`src/fp_req_buffer.sv`:
```
`timescale 1ns/1ps
`default_nettype none

module fp_req_buffer #(
    parameter int NUM_THREADS = 4,
    parameter int TAG_W       = 6
) (
    input  wire                         clk,
    input  wire                         rst_n,
    input  wire                         in_valid,
    input  wire [TAG_W-1:0]             in_tag,
    input  wire [NUM_THREADS-1:0][31:0] dataa,
    input  wire [NUM_THREADS-1:0][31:0] datab,
    output logic                        in_ready,
    output logic                        req_valid,
    output logic [TAG_W-1:0]            req_tag,
    output logic [NUM_THREADS-1:0][31:0] req_a,
    output logic [NUM_THREADS-1:0][31:0] req_b,
    input  wire                         req_ready
);

    logic                         skid_valid;
    logic [TAG_W-1:0]             skid_tag;
    logic [NUM_THREADS-1:0][31:0] skid_a;
    logic [NUM_THREADS-1:0][31:0] skid_b;

    logic in_fire;
    logic main_open;     // main register empties or drains this cycle
    logic skid_valid_d;

    assign in_fire   = in_valid & in_ready;
    assign main_open = ~req_valid | req_ready;

    // skid slot fills only when input arrives while main is stuck
    assign skid_valid_d = main_open ? 1'b0 : (skid_valid | in_fire);

    always_ff @(posedge clk or negedge rst_n) begin
        if (!rst_n) begin
            req_valid  <= 1'b0;
            skid_valid <= 1'b0;
            in_ready   <= 1'b0;
        end else begin
            skid_valid <= skid_valid_d;
            in_ready   <= ~skid_valid_d;   // straight from a flop
            if (main_open)
                req_valid <= skid_valid | in_fire;
        end
    end

    always_ff @(posedge clk) begin
        if (main_open) begin
            req_tag <= skid_valid ? skid_tag : in_tag;
            req_a   <= skid_valid ? skid_a : dataa;
            req_b   <= skid_valid ? skid_b : datab;
        end
        if (in_fire && !main_open) begin
            skid_tag <= in_tag;
            skid_a   <= dataa;
            skid_b   <= datab;
        end
    end

    // an offered request is held until the pipe takes it
    assert property (@(posedge clk) disable iff (!rst_n)
        req_valid && !req_ready |=> req_valid && $stable(req_tag));

endmodule

`default_nettype wire

```
`config.mk`:
```
export PLATFORM = sky130hd
export DESIGN_NAME = fp_req_buffer
export DESIGN_NICKNAME = d
export VERILOG_FILES = /design/src/fp_req_buffer.sv
export SDC_FILE = /design/constraint.sdc
export NUM_CORES = 1
export LEC_CHECK = 0
export ABC_AREA = 1
export BUFFER_PORTS_ARGS = -buffer_cell sky130_fd_sc_hd__buf_4
export CELL_PAD_IN_SITES_DETAIL_PLACEMENT = 0
export CELL_PAD_IN_SITES_GLOBAL_PLACEMENT = 1
export CORE_UTILIZATION = 40
export CTS_BUF_LIST = sky130_fd_sc_hd__clkbuf_16
export CTS_CLUSTER_DIAMETER = 200
export DETAILED_ROUTE_END_ITERATION = 10
export PLACE_DENSITY = 0.86
export SETUP_SLACK_MARGIN = 0.15
export SYNTH_ARGS = -nofsm -noshare
export SYNTH_HDL_FRONTEND = slang
export SYNTH_SLANG_ARGS = --single-unit
```
`constraint.sdc`:
```
create_clock -name clk -period 36.2 [get_ports clk]
set_input_delay 7.24 -clock clk [delete_from_list [all_inputs] [get_ports clk]]
set_output_delay 7.24 -clock clk [all_outputs]
set_load 0.01 [all_outputs]
```
; ---- Yosys cells after proc, flatten, opt, wreduce, memory -nomap -nowiden
; Cells that the tools add are included.
; Widths: inputs -> output; s select.
[word_totals]
ff_bits = 527
input_bits = 266
out_inout_bits = 264
wordCells = 32
[op_classes]
mux = 4
bitwise = 5
n_reduce_logical = 2
[ops]
columns = cell, n
row1 = $mux 128, 2
row2 = $mux 6, 1
row3 = $not 1->1, 2
row4 = $or 1x1->1, 2
row5 = $and 1x1->1, 1
row6 = $logic_and 1x1->1, 1
row7 = $logic_not 1->1, 1
row8 = $mux 1, 1

; ---- Longest topological paths before layout
[logic_depth]
word_depth = 4
ltp_mapped = 5
depth_no_buf = 4

; ---- Worst setup path before layout
; Ideal clock, no wire load.
[synth_timing]
path_kind = input port to flip-flop
startpoint = input port req_ready
endpoint = register skid_a[0] (netlist name), enable pin
setup_ns = 2.998
t_arrival_ns = 32.218
required_time_ns = 33.202
path_slack_ns = 0.984
cell_stages = 3
n_path_buf = 0
cell_sequence = inv_1 -> nand2_1 -> nor2_1
[synth_between]
elab_chain_cells = 3
[synth_lines]
columns = item, line
row1 = from (decl), 19  ; input wire req_ready
row2 = $or 1x1->1, 32  ; assign main_open = ~req_valid | req_ready;
row3 = via main_open, 28  ; logic main_open;
row4 = $logic_not 1->1, 56  ; if (in_fire && !main_open) begin
row5 = $logic_and 1x1->1, 56
row6 = to (signal assigned), 58  ; skid_a <= dataa;
row7 = to (decl), 24  ; logic [NUM_THREADS-1:0][31:0] skid_a;
; The timed path passes the listed nets, and every way through them passes these cells.
; A chain may end at the register's enable or synchronous reset.

; ---- Worst setup path in the final report
[layout_timing]
startpoint = input port req_ready
endpoint = register skid_b[109] (netlist name), enable pin
[layout_between]
elab_chain_cells = 3
[layout_lines]
columns = item, line
row1 = $or 1x1->1, 32
row2 = via main_open, 28
row3 = $logic_not 1->1, 56
row4 = $logic_and 1x1->1, 56
row5 = to (signal assigned), 59  ; skid_b <= datab;
row6 = to (decl), 25  ; logic [NUM_THREADS-1:0][31:0] skid_b;
; The timed path passes the listed nets, and every way through them passes these cells.

==> summary.md <==
| Metric | Value |
|---|---|
| Vias | roughly 12000 |
| Worst-path maximum fanout | 72 |
| Site row count | 79 |
| Worst rel slew slack | ~14% |
| CP endpoint kind | register |
| Worst-Skew Late Latency | ~600 ps |
| CP Launch Type | input pin |
| Global-route wire length before repair | 71000 um |
| Reg clk slew, reported paths | about 60 ps |
| Compound-Gate Fraction of Synth Area | less than 1% |
| Final-stage net count | ~2200 |
| Crit-path max cell delay | 870 ps |
| Critical path's slowest cell | buf_4 |
| FF+latch count, synth | 527 |
| Sequential share of the synthesized area | a little over 80% |
| Startpoint of the worst hold path | skid_b[74] |
| Gate Count Post-Synth | 1381 |
| DR WL met3 | 4750 um |
| Mux cell area share after synthesis | 0% |
| Cell mode on critical path | buf_4 |
| Fillers | 3828 |
| Register-to-Register Path Depth | 4 |
| CP Data Arrival Time | 9880 ps |
| Leakage | approximately 11 nW |
| CTS max path bufs | 3 |
| H-tree Lvls | 2 |
| HPWL after DPL | 30200 um |
| RSZ-0062 raised after global routing | false |
| Fin crit period | 9680 ps |
| CTS root buf | clkbuf_16 |
| Combinational family with the most area after synthesis | simple AND/OR/NAND/NOR gates |
| Vias in the first global route | 12100 |
| Synth unique cells | 10 |
| Post-synthesis xor/xnor area fraction | 0% |
| Highest Signal Layer | met5 |
| Drt total wl | 47300 um |
| Total global-route track usage | 18.9% |
| Final Setup Violations | 0 |
| Fin area | 25500 um^2 |
| 1st-iter DRT viols | 1001 |
| FF+latch area | between 15000 and 20000 um^2 |
| Routed wl met2 | 23200 um |
| Max Slew Vio Count | 0 |
| Period utilization | 26.7% |
| Layout cells sized above 1 | 31.8% |
| Multi-input logic area | roughly 3000 um^2 |
| Mapped Nets | roughly 1600 |
| Placer Congestion | 0.829 |
| Kind of critical path | in2reg |
| DR DRC count | 0 |
| RR Endpoint | skid_b[109] |
| Placed Cells | 2468 |
| Yosys warning count | 0 |
| Drt pass-1 iters | 5 |
| Final Instance Count excl. Fillers | 2569 |
| Synth Cell Area | 19200 um^2 |
| Post-DP Area | 23700 um^2 |
| Min-delay worst type | reg2reg |
| Io pins | 530 |
| Power Dens Cells | 59.6 nW/um^2 |
| Hold path endpoint | req_b[74] |
| Largest net degree at the start of global routing | 179 |
| Final hold violations | 0 |
| Commonest non-fill, non-tap cell in the layout | nand2_1 |
| Setup_tns | 0 ps |
| Most frequent cells in the layout | nand2_1, buf_4, edfxtp_1 |
| Post-Synth Simple-Gate Area | between 15 and 20% |
| Hold Path Depth | 2 |
| Starting density of the core | 40.9% |
| Cts repair resizes | 0 |
| Layout area overhead | 32.5% |
| Worst hold margin | 505 ps |
| Total CTS buffers | 55 |
| Status | finished clean |
| Initial antenna violation count | 3 |
| Antenna-violating nets left | 0 |
| I/O Buffers | around 530 |
| Worst Clk Skew | 16.7 ps |
| GRT overflow | 0 |
| Reg2reg setup slack | 32970 ps |
| Sink Count | 527 |
| Critical Path, Cell by Cell | buf_4 -> inv_1 -> nand2_4 -> nor2_4 -> buf_4 -> buf_4 |
| Hold-fix buffers, CTS | 0 |
| Synth Area per Inst | around 14 um^2 |
| Core ar. | 47000 um^2 |
| Peak VDD IR | 0.0410 mV |
| Adder-cell share of the synthesized area | 0% |
| Average vias per placed instance | 4.72 |
| CP required | 36400 ps |
| WL/cell | 18.4 um |
| Post-CTS Setup Bufs | 0 |
| Worst Tran Pin Value | 1290 ps |
| Routed length on met1 | between 15000 and 20000 um |
| F_max | 0.103 GHz |
| Die span in x | 221 um |
| R2r startpoint | req_valid |
| Die area | slightly below 50000 um^2 |
| TritonCTS clock tree | done |
| Max-cap violation count | 0 |
| Die Span Y | 221 um |
[stage by stage]
stage                     setup slack [ps]  util [%]  power (mW)
after floorplan                        984         -       0.868
after global placement               25920      50.4       0.958
after detailed placement             25870      50.4       0.964
after CTS                            26480      54.2        1.53
after global routing                 26340      54.2        1.57
final                                26520      54.2        1.52
[worst max path at each step]
stage | from | end | slack, ps
CTS | req_ready | skid_b[109] | 26480
global route | req_ready | skid_a[49] | 26340
detailed placement | req_ready | skid_b[98] | 25870
global placement | req_ready | skid_b[101] | 25920
finish | req_ready | skid_b[109] | 26520
floorplan | req_ready | skid_a[0] | 980
[Yosys cell counts, drive strengths merged]
library cell | instances | area (um^2)
nand2 | 790 | 2970
edfxtp | 524 | 15700
buf | 58 | 420
dfrtp | 3 | 75.1
inv | 3 | 11.3
a21oi | 1 | 5.00
nand3 | 1 | 5.00
nor2 | 1 | 3.75
[logic make-up (layout without fill, tap and decap cells)]
group	count (synthesis)	after routing
flip-flops	527	527
buffers and inverters	61	640
other	0	2
AND/OR/NAND/NOR	792	792
AO/OA/AOI/OAI	1	1
[final cells by class]
class                           instances  area share (%)
Clock buffer                           55            5.40
Inverter                                3          0.0737
Timing Repair Buffer                  538            16.0
Clock inverter                         44            1.72
Tap cell                              607            2.98
Multi-Input combinational cell        793            11.8
Sequential cell                       527            62.1
Antenna cell                            2          0.0197
[critical path, delay by kind of cell]
family | cells | cell delay, ps
buffers and inverters | 4 | 1880
AND/OR/NAND/NOR | 2 | 640
[power breakdown]
| group | internal [mW] | switching (mW) |
|---|---|---|
| logic | 0.0799 | 0.107 |
| clock network | 0.334 | 0.235 |
| registers | 0.743 | 0.0187 |
| total | 1.16 | 0.361 |
[registers in the layout, summed over array words and instances, names as in the netlist]
name and count:
skid_a 128, req_a 128, req_b 128, skid_tag 6, req_valid 1, req_tag 6
skid_b 128, in_ready 1, skid_valid 1
[per-layer routing]
metal | vias to the layer above | track usage, %
met5 | - | 0
met4 | 2 | 7.53
met3 | 81 | 6.73
met2 | 543 | 30.9
met1 | 5757 | 22.7
li1 | 5752 | -
Note: power is estimated with default switching activity, not from simulation.
