`src/mul_pipe_pkg.sv`:
```
`default_nettype none

// ========================================
// multiply pipeline constants
// ========================================
package mul_pipe_pkg;

    // register stages inside one lane, input to result
    localparam int unsigned MUL_STAGES = 2;

    // entries in the response queue
    localparam int unsigned RESP_DEPTH = 2;

    // the only NaN a lane ever produces
    localparam logic [31:0] QNAN_CANON = 32'h7fc0_0000;

endpackage

`default_nettype wire
```
`src/fp_resp_buffer.sv`:
```
`timescale 1ns/1ps
`default_nettype none

module fp_resp_buffer
    import mul_pipe_pkg::*;
#(
    parameter int NUM_THREADS = 4,
    parameter int TAG_W       = 6
) (
    input  wire                          clk,
    input  wire                          rst_n,
    input  wire                          pipe_valid,
    input  wire  [TAG_W-1:0]             pipe_tag,
    input  wire  [NUM_THREADS-1:0][31:0] pipe_result,
    input  wire  [NUM_THREADS-1:0]       pipe_invalid,
    input  wire  [NUM_THREADS-1:0]       pipe_overflow,
    output logic                         pipe_ready,
    output logic                         out_valid,
    output logic [TAG_W-1:0]             out_tag,
    output logic [NUM_THREADS-1:0][31:0] result,
    output logic [NUM_THREADS-1:0]       out_invalid,
    output logic [NUM_THREADS-1:0]       out_overflow,
    input  wire                          out_ready
);

    localparam int PTR_W = (RESP_DEPTH > 1) ? $clog2(RESP_DEPTH) : 1;
    localparam int CNT_W = $clog2(RESP_DEPTH + 1);

    logic [TAG_W-1:0]             tag_q [RESP_DEPTH];
    logic [NUM_THREADS-1:0][31:0] res_q [RESP_DEPTH];
    logic [NUM_THREADS-1:0]       inv_q [RESP_DEPTH];
    logic [NUM_THREADS-1:0]       ovf_q [RESP_DEPTH];

    logic [PTR_W-1:0] wr_ptr, rd_ptr;
    logic [CNT_W-1:0] count;
    logic             wr_en, rd_en;

    assign pipe_ready = count < CNT_W'(RESP_DEPTH);
    assign out_valid  = count != '0;
    assign wr_en      = pipe_valid & pipe_ready;
    assign rd_en      = out_valid & out_ready;

    always_ff @(posedge clk or negedge rst_n) begin
        if (!rst_n) begin
            wr_ptr <= '0;
            rd_ptr <= '0;
            count  <= '0;
        end else begin
            if (wr_en)
                wr_ptr <= (wr_ptr == PTR_W'(RESP_DEPTH - 1)) ? '0 : wr_ptr + 1'b1;
            if (rd_en)
                rd_ptr <= (rd_ptr == PTR_W'(RESP_DEPTH - 1)) ? '0 : rd_ptr + 1'b1;
            if (wr_en && !rd_en)
                count <= count + 1'b1;
            else if (rd_en && !wr_en)
                count <= count - 1'b1;
        end
    end

    always_ff @(posedge clk) begin
        if (wr_en) begin
            tag_q[wr_ptr] <= pipe_tag;
            res_q[wr_ptr] <= pipe_result;
            inv_q[wr_ptr] <= pipe_invalid;
            ovf_q[wr_ptr] <= pipe_overflow;
        end
    end

    assign out_tag      = tag_q[rd_ptr];
    assign result       = res_q[rd_ptr];
    assign out_invalid  = inv_q[rd_ptr];
    assign out_overflow = ovf_q[rd_ptr];

    // a write while full or a read while empty would break count against the pointers
    assert property (@(posedge clk) disable iff (!rst_n)
        count <= CNT_W'(RESP_DEPTH)
        && ((wr_ptr == rd_ptr) == (count == '0 || count == CNT_W'(RESP_DEPTH))));

endmodule

`default_nettype wire

```
`config.mk`:
```
export PLATFORM = sky130hd
export DESIGN_NAME = fp_resp_buffer
export DESIGN_NICKNAME = d
export VERILOG_FILES = /design/src/mul_pipe_pkg.sv /design/src/fp_resp_buffer.sv
export SDC_FILE = /design/constraint.sdc
export NUM_CORES = 1
export LEC_CHECK = 0
export BUFFER_PORTS_ARGS = -buffer_cell sky130_fd_sc_hd__buf_2
export CORE_AREA = 2 2 142 144
export DETAILED_ROUTE_END_ITERATION = 8
export DIE_AREA = 0 0 144 146
export PLACE_DENSITY = 0.93
export REMOVE_ABC_BUFFERS = 1
export SETUP_SLACK_MARGIN = 0.5
export SLEW_MARGIN = 10
export SYNTH_ARGS = -nofsm -noshare
export SYNTH_HDL_FRONTEND = slang
export SYNTH_SLANG_ARGS = --single-unit
export TNS_END_PERCENT = 30
```
`constraint.sdc`:
```
create_clock -name clk -period 20.3 [get_ports clk]
set_clock_uncertainty 0.2 [all_clocks]
set_input_delay 3.045 -clock clk [delete_from_list [all_inputs] [get_ports clk]]
set_output_delay 3.045 -clock clk [all_outputs]
set_load 0.005 [all_outputs]
```
Word level (Yosys, flattened, before mapping) --
Memories as Yosys holds them, arrays and structs flattened. Index checks and enable logic that the tools add are counted.
Storage, ports and cells: flip-flop bits (word level) 4, memory bits (writable) 284, logic and storage cells 26, memories 4
Memory list:
- res_q | words 2, width 128, rd ports 1, clocked after Yosys merged registers in 0, write ports 1, line fp_resp_buffer.sv:30 | logic [NUM_THREADS-1:0][31:0] res_q [RESP_DEPTH];
- tag_q | words 2, width 6, rd ports 1, clocked after Yosys merged registers in 0, write ports 1, line fp_resp_buffer.sv:29 | logic [TAG_W-1:0] tag_q [RESP_DEPTH];
- inv_q | words 2, width 4, rd ports 1, clocked after Yosys merged registers in 0, write ports 1, line fp_resp_buffer.sv:31 | logic [NUM_THREADS-1:0] inv_q [RESP_DEPTH];
- ovf_q | words 2, width 4, rd ports 1, clocked after Yosys merged registers in 0, write ports 1, line fp_resp_buffer.sv:32 | logic [NUM_THREADS-1:0] ovf_q [RESP_DEPTH];
Cells by class: bitwise operators 2, add/sub/neg operators 4, reduce and logical (&&, ||, !) cells 6, muxes and demuxes 6, $lt $le $gt $ge 1
Operators by type and width (count):
- 1-bit two-way mux | 4
- 2-bit two-way mux | 2
- 2-bit nonzero test | 2
- 1-bit adder, second input constant | 2
- 2-bit by 1-bit adder with 2-bit output, second input constant | 1
- 1-bit bitwise AND | 2
- 1-bit logical AND | 2
- 1-bit logical NOT | 2
- 2-bit < comparator, second input constant | 1
- 2-bit by 1-bit subtractor with 2-bit output, second input constant | 1

Depth between registers and ports, before layout --
Gate-level depths: netlist (run 1).
depth after elaboration 6, depth in mapped cells 6, mapped depth without buffers 6

Worst setup path before layout (run 1) --
No wires, ideal clock.
path kind input to register, start input pipe_valid, end memory inv_q[0][0] (enable), data arrival time 9.559 ns, buffers on the path 0, setup time 0.662 ns, cell stages on the path 2, data required time 19.438 ns, setup slack 9.879 ns, cell sequence nor2b_1 nor2b_1
Between the ends: cells in the longest elaborated chain, start to end 3
RTL lines:
- start, declared | line fp_resp_buffer.sv:12 | input wire pipe_valid,
- 1-bit bitwise AND | line fp_resp_buffer.sv:40 | assign wr_en = pipe_valid & pipe_ready;
- 1-bit two-way mux | line fp_resp_buffer.sv:61 | if (wr_en) begin
- 1-bit two-way mux (implied by the code) | line fp_resp_buffer.sv:64 | inv_q[wr_ptr] <= pipe_invalid;
- end, declared | line fp_resp_buffer.sv:31
Every way passes these cells.

Final worst setup path (run 1) --
start register rd_ptr, end output out_invalid[1]
Between the ends: cells in the longest elaborated chain, start to end 1
RTL lines:
- start, declared | line fp_resp_buffer.sv:34 | logic [PTR_W-1:0] wr_ptr, rd_ptr;
- start signal, assigned | line fp_resp_buffer.sv:52 | rd_ptr <= (rd_ptr == PTR_W'(RESP_DEPTH - 1)) ? '0 : rd_ptr + 1'b1;
- memory 2 x 4 bit
- end, declared | line fp_resp_buffer.sv:21 | output logic [NUM_THREADS-1:0] out_invalid,
Every way passes these cells.

==> results of run 1 <==
## final timing paths
kind                                           to  slack, ns  cells past startpoint
min reg2reg                  count[0]$_DFFE_PN0P_       0.31                      1
max reg2reg                res_q[1][11]$_DFFE_PP_      17.27                      3
min in group asynchronous    count[1]$_DFFE_PN0P_       2.12                      1
min                          count[0]$_DFFE_PN0P_       0.31                      1
max in group asynchronous      rd_ptr$_DFFE_PN0P_      17.63                      1
max                                out_invalid[1]      14.23                      3
## worst register-to-register path: stages (launching register included)
cell and delay [ns]:
dfrtp_1 0.40, nor2b_1 0.28, and2_4 0.81, buf_4 0.88
## power by group through the flow
stage / Combinational, mW / Sequential (mW) / Clock [mW]
finish: 0.475 / 0.827 / 0.508
global route: 0.512 / 0.836 / 0.543
CTS: 0.483 / 0.828 / 0.521
global placement: 0.471 / 0.831 / 0
detailed placement: 0.478 / 0.840 / 0
floorplan: 0.317 / 0.878 / 0
## area by class of cell
cell class / count / share of cell area
clock inverter: 15 / 0.0116
multi-input combinational: 154 / 0.147
clock buffer: 37 / 0.0574
tap: 265 / 0.0249
timing repair buffer: 294 / 0.111
inverter: 1 / 0.000281
sequential: 288 / 0.647
antenna: 1 / 0.000188
## registers in the layout, summed over array words and instances (netlist names)
| name | cells |
|---|---|
| ovf_q | 8 |
| count | 2 |
| rd_ptr | 1 |
| wr_ptr | 1 |
| res_q | 256 |
| inv_q | 8 |
| tag_q | 12 |
## cells in the final DEF, fill, tap and decap left out, drive strengths merged
cell type,n
mux2,142
clkinvlp,1
inv,2
edfxtp,284
buf,294
diode,1
nor2,1
ha,1
bufinv,3
xnor2,3
clkbuf,37
or2,1
clkinv,10
dfrtp,4
xor2,2
nand2,1
and2,1
nor2b,2
## cells by family (layout without fill, tap and decap cells)
family                   count (synthesis)  count (layout)  synth area share
XOR/XNOR                                 5               5           0.00409
adder cells (fa/ha/maj)                  1               1           0.00117
buffers and inverters                   17             347            0.0131
flip-flops                             288             288             0.805
multiplexers                           142             142             0.174
other                                    0               1                 0
AND/OR/NAND/NOR                          6               6           0.00303
## through the flow
step	instance area, µm²	hold WS (ns)
3_5_place_dp	12400	0.301
4_1_cts	13300	0.313
5_1_grt	13300	0.322
3_3_place_gp	12400	0.300
2_1_floorplan	10600	0.255
6_report	13300	0.312
## per-layer routing
metal | wire (µm) | GRT usage
met2 | 10200 | 0.318
met4 | 503 | 0.0623
met1 | 7290 | 0.203
met5 | 0 | 0
met3 | 1700 | 0.0563
==> impl_metrics.csv, run 1 <==
group,metric,value,unit
outcome,outcome,"finished, final reports clean",
yosys,synth_cells,459,
drt,drtPass1Iterations,4,
final_layout,multiInputGateArea,1960,µm²
critical_path,cp-startpoint,"rd_ptr$_DFFE_PN0P_",
yosys,ys_async_sr_fraction,0.0139,
critical_path,cp.arrival,2.82,ns
power_and_ir_drop,p_int,1.34,mW
drt,drt_iter0_markers,221,
final_layout,area_growth,24.4,%
placed_design,placement.io_buffers,289,
timing,rsz0062_at_grt,"false",
timing,max_freq,165,MHz
grt,grt_use_total,0.179,
yosys,synth_edf_count,284,
clock_network,cts_resized,0,
job,maxCapViolations,0,
critical_path,crit_chain,"buf_4 -> mux2_2 -> buf_2",
power_and_ir_drop,p_clk_frac,0.281,
yosys,synthTopCellsByCount,"284 x edfxtp_1, 72 x mux2_2, 70 x mux2_4",
power_and_ir_drop,p_leak,5.18,nW
placed_design,pre_cts_ws,14.45,ns
clock_network,cts_hold_buf,0,
power_and_ir_drop,power_density,136,nW/µm²
yosys,syn_avg_cell_area,23.4,µm²
critical_path,cp_top_family,"buffers and inverters",
floorplan,die_x,144,µm
yosys,yosys.area.top_type,"edfxtp_1",
placed_design,dp_hpwl,12800,µm
clock_network,cts_made_buffers,28,
final_layout,final-seq-area,8630,µm²
clock_network,clock-root-buffer,"clkbuf_16",
drt,ant_nets,0,
power_and_ir_drop,netSwitchingFraction,0.259,
final_layout,final_cells,1055,
timing,post-route-period-util,0.299,
drt,via_per_inst,5.00,
grt,grt_max_degree,79,
yosys,synthFlopType,"edfxtp_1",
clock_network,cts_tree,"yes",
critical_path,slowest_stage,"dfrtp_4",
yosys,synth_area,10700,µm²
timing,min_period,6.07,ns
grt,grt_pass1_vias,5549,
min_path,hold_start,"count[0]$_DFFE_PN0P_",
placed_design,dp_cells,1002,
floorplan,start_util,0.554,
final_layout,fin_util,0.690,
drt,routedWlPerCell,18.7,µm
floorplan,design.core.area,19300,µm²
power_and_ir_drop,seqPwrFrac,0.457,
floorplan,std_cell_rows,51,
critical_path,cp-start-kind,"register",
drt,drt-total-wl,19700,µm
critical_path,critPathBufInv,2,
timing,setup_viol,0,
drt,route.detailed.drc,0,
yosys,yosysWarnings,0,
yosys,synthDominantCellAreaShare,0.796,
clock_network,clkSinkCount,288,
final_layout,fin_nets,914,
drt,vias,5279,
grt,overflow,0,
clock_network,clk_pin_slew,0.06,ns
critical_path,crit_type,"reg2out",
grt,antenna_found_initial,1,
grt,grt_pass1_wl,29000,µm
floorplan,die_area,21000,µm²
floorplan,ios,290,
critical_path,crit_fanout,57,
power_and_ir_drop,peakVddDrop,0.135,mV
yosys,ys_seq_area_frac,0.805,
power_and_ir_drop,finalPower,1.81,mW
critical_path,slowest_delay,0.89,ns
timing,finalHoldViolCount,0,
power_and_ir_drop,p_comb_frac,0.262,
timing,setup_ws,14.23,ns
placed_design,gp_congestion,0.761,
min_path,hold_path_class,"reg2reg",
final_layout,drive_gt1_frac,0.613,
timing,tns,0,ns
yosys,ys_ff_latch,288,
floorplan,die_height,146,µm
clock_network,cts_setup_buffers,0,
yosys,synth_area_leaders,"edfxtp_1 80%, mux2_4 9.8%, mux2_2 7.6%, buf_6 0.95%, dfrtp_1 0.93%",
critical_path,end_kind,"output pin",
final_layout,fill_cells,1202,
yosys,ys_types,15,
clock_network,cts_buffer_depth,3,
critical_path,worst_ep_required_time,17.06,ns
clock_network,clkLatencyLatePin,0.52,ns
yosys,synth_most_common_cell,"edfxtp_1",
timing,worst_slew_pin_slew,1.04,ns
timing,max-slew-margin-rel,0.308,
timing,report.final.slew_viol_count,0,
power_and_ir_drop,switching_power,468,µW
critical_path,rr_startpoint,"count[1]$_DFFE_PN0P_",
clock_network,h-tree-depth,1,
Power figures use the tool's default switching activity.
==> run 2, diff against run 1 <==
--- a/config.mk
+++ b/config.mk
@@ -5,11 +5,12 @@
 export SDC_FILE = /design/constraint.sdc
 export NUM_CORES = 1
 export LEC_CHECK = 0
+export ABC_AREA = 1
 export BUFFER_PORTS_ARGS = -buffer_cell sky130_fd_sc_hd__buf_2
-export CORE_AREA = 2 2 142 144
+export CORE_AREA = 2 2 153 155
 export DETAILED_ROUTE_END_ITERATION = 8
-export DIE_AREA = 0 0 144 146
-export PLACE_DENSITY = 0.93
+export DIE_AREA = 0 0 155 157
+export PLACE_DENSITY = 0.85
 export REMOVE_ABC_BUFFERS = 1
 export SETUP_SLACK_MARGIN = 0.5
 export SLEW_MARGIN = 10
==> constraint.sdc (replaced) <==
create_clock -name clk -period 5.04 [get_ports clk]
set_clock_uncertainty 0.2 [all_clocks]
set_input_delay 0.756 -clock clk [delete_from_list [all_inputs] [get_ports clk]]
set_output_delay 0.756 -clock clk [all_outputs]
set_load 0.005 [all_outputs]
==> run 2 against run 1 <==
  * Sequential share of layout area is 1.2 points higher
  * Synthesized cell count is 68% higher
  * Combinational power grew to 4.2 times the previous value
  * Critical path type unchanged
  * Sequential power grew to 4.1 times the previous value
  * Routed wire length is 13% higher
==> impl_metrics.csv, run 2 <==
group,metric,value,unit
timing,setup_viol,0,
yosys,synth_most_common_cell,"nand2_1",
floorplan,die_x,155,µm
critical_path,cp-start-kind,"register",
clock_network,clk_pin_slew,0.06,ns
timing,min_period,3.60,ns
floorplan,start_util,0.468,
yosys,ys_seq_area_frac,0.820,
power_and_ir_drop,switching_power,2.28,mW
critical_path,crit_fanout,77,
yosys,yosysWarnings,0,
clock_network,clkLatencyLatePin,0.51,ns
yosys,synth_area_leaders,"edfxtp_1 81%, nand2_1 16%, buf_2 1.0%, dfrtp_1 0.95%, buf_4 0.64%",
final_layout,fill_cells,1745,
floorplan,design.core.area,22500,µm²
critical_path,crit_chain,"buf_4 -> nand2_1 -> nand2_1 -> buf_2",
drt,drtPass1Iterations,4,
final_layout,drive_gt1_frac,0.308,
final_layout,final_common_cell,"nand2_1",
yosys,synthFlopType,"edfxtp_1",
clock_network,h-tree-depth,1,
outcome,outcome,"finished, final reports clean",
timing,max-slew-margin-rel,0.361,
timing,worst_slew_pin_slew,0.959,ns
min_path,hold_path_class,"in2reg",
timing,tns,0,ns
yosys,synth_cells,769,
grt,grt_pass1_wl,33100,µm
yosys,yosys.area.top_type,"edfxtp_1",
critical_path,end_kind,"output pin",
drt,ant_nets,0,
floorplan,die_height,157,µm
yosys,ys_async_sr_fraction,0.0139,
placed_design,placement.io_buffers,289,
clock_network,clock-root-buffer,"clkbuf_16",
drt,vias,6640,
critical_path,slowest_delay,0.89,ns
clock_network,clkSinkCount,288,
critical_path,crit_type,"reg2out",
power_and_ir_drop,seqPwrFrac,0.464,
grt,grt_pass1_vias,6601,
timing,post-route-period-util,0.714,
placed_design,dp_hpwl,14300,µm
floorplan,die_area,24300,µm²
critical_path,slowest_stage,"dfrtp_4",
critical_path,critPathBufInv,2,
yosys,syn_avg_cell_area,13.7,µm²
drt,route.detailed.drc,0,
job,maxCapViolations,0,
grt,grt_use_total,0.174,
drt,via_per_inst,4.83,
clock_network,cts_buffer_depth,3,
final_layout,final-seq-area,8630,µm²
critical_path,worst_ep_required_time,4.08,ns
yosys,ys_types,14,
critical_path,cp_top_family,"flip-flops",
floorplan,std_cell_rows,55,
yosys,synthTopCellsByCount,"435 x nand2_1, 284 x edfxtp_1, 21 x buf_2",
yosys,synth_area,10500,µm²
timing,report.final.slew_viol_count,0,
timing,max_freq,278,MHz
timing,rsz0062_at_grt,"false",
drt,drt_iter0_markers,348,
final_layout,largest_reg_flops,256,
power_and_ir_drop,p_clk_frac,0.261,
final_layout,final_cell_mix,"435 x nand2_1, 289 x buf_2, 284 x edfxtp_1",
yosys,ys_ff_latch,288,
drt,drt-total-wl,22200,µm
final_layout,multiInputGateArea,1700,µm²
power_and_ir_drop,peakVddDrop,0.375,mV
grt,overflow,0,
yosys,synthDominantCellAreaShare,0.810,
floorplan,ios,290,
clock_network,cts_setup_buffers,0,
timing,hold_ws,0.222,ns
critical_path,path_common_cell,"nand2_1",
grt,grt_max_degree,85,
final_layout,reg_top3,"res_q x256, tag_q x12",
power_and_ir_drop,power_density,557,nW/µm²
placed_design,gp_congestion,0.781,
power_and_ir_drop,netSwitchingFraction,0.312,
timing,finalHoldViolCount,0,
final_layout,area_growth,24.3,%
power_and_ir_drop,p_leak,5.62,nW
yosys,synth_edf_count,284,
clock_network,cts_tree,"yes",
final_layout,fin_nets,1212,
clock_network,cts_made_buffers,28,
power_and_ir_drop,p_int,5.02,mW
power_and_ir_drop,p_comb_frac,0.274,
drt,routedWlPerCell,16.2,µm
grt,antenna_found_initial,7,
critical_path,cp.arrival,2.64,ns
final_layout,top_register,"res_q",
## run 2: changes by cell type after synthesis, moves of 2 or more
cell / change
mux2_4: -70
buf_2: +14
nor2b_1: -2
nand3_1: +2
buf_4: +9
buf_6: -8
inv_1: +5
nand2_1: +434
xnor2_1: -2
mux2_2: -72
## run 2: worst paths after layout
| path | from | to | slack [ns] | depth (start not counted) |
|---|---|---|---|---|
| max | rd_ptr$_DFFE_PN0P_ | out_tag[1] | 1.44 | 4 |
| min | pipe_result[114] | res_q[1][114]$_DFFE_PP_ | 0.22 | 1 |
| max reg2reg | rd_ptr$_DFFE_PN0P_ | rd_ptr$_DFFE_PN0P_ | 2.81 | 4 |
| min reg2reg | count[1]$_DFFE_PN0P_ | count[1]$_DFFE_PN0P_ | 0.29 | 2 |
| max in group asynchronous | rst_n | rd_ptr$_DFFE_PN0P_ | 4.12 | 2 |
| min in group asynchronous | rst_n | wr_ptr$_DFFE_PN0P_ | 0.38 | 2 |
## run 2: worst register-to-register path: cells and delay by family (launching register included)
| family | cells | cell delay [ns] |
|---|---|---|
| and+or+nand+nor | 2 | 0.22 |
| buffers and inverters | 2 | 1.00 |
| DFF | 1 | 0.74 |
## run 2: layout make-up
type / instances / area share
clock buffer: 40 / 0.0586
multi-input combinational: 443 / 0.130
antenna: 5 / 0.000956
timing repair buffer: 297 / 0.116
tap: 285 / 0.0272
inverter: 7 / 0.00220
sequential: 288 / 0.659
clock inverter: 10 / 0.00526
## run 2: logic make-up (layout without fill, tap and decap cells)
group / Yosys count / after routing / share of synthesized area
xor+xnor: 2 / 2 / 0.00166
fa+ha+maj: 1 / 1 / 0.00119
simple gates: 440 / 440 / 0.157
buf+inv: 38 / 354 / 0.0202
other cells: 0 / 5 / 0
flops: 288 / 288 / 0.820
## run 2: through the flow
stage                     cells  power, mW  setup WS, ns  instance area (µm²)   util
final                      1375       7.29          1.44                13100  0.582
after global routing       1374       7.72          1.22                13100  0.582
after CTS                  1370       7.39          1.35                13100  0.581
after detailed placement   1319       5.48          1.92                12200  0.544
after global placement     1319       5.39          1.93                12200  0.544
after floorplan             738       4.56         -2.57                10300      -
## run 2: layer usage
metal | routed length (µm) | global-route usage | vias up
met5 | 27 | 0 | -
li1 | - | - | 3191
met2 | 11700 | 0.309 | 268
met3 | 1650 | 0.0432 | 59
met1 | 8060 | 0.200 | 3118
met4 | 825 | 0.0780 | 4
## run 2: what timing repair did
action | CTS | global route
hold endpoints to repair | 4 | 0
hold buffers | 1 | 0
endpoints found under the setup margin | 0 | 0
resized for setup | 0 | 0
## run 2: power by group through the flow
stage               Combinational [mW]  Clock, mW  Sequential, mW
floorplan                         1.02          0            3.54
global placement                  1.98          0            3.41
detailed placement                2.04          0            3.44
CTS                               2.05       1.95            3.39
global route                      2.25       2.03            3.44
finish                            2.00       1.90            3.39
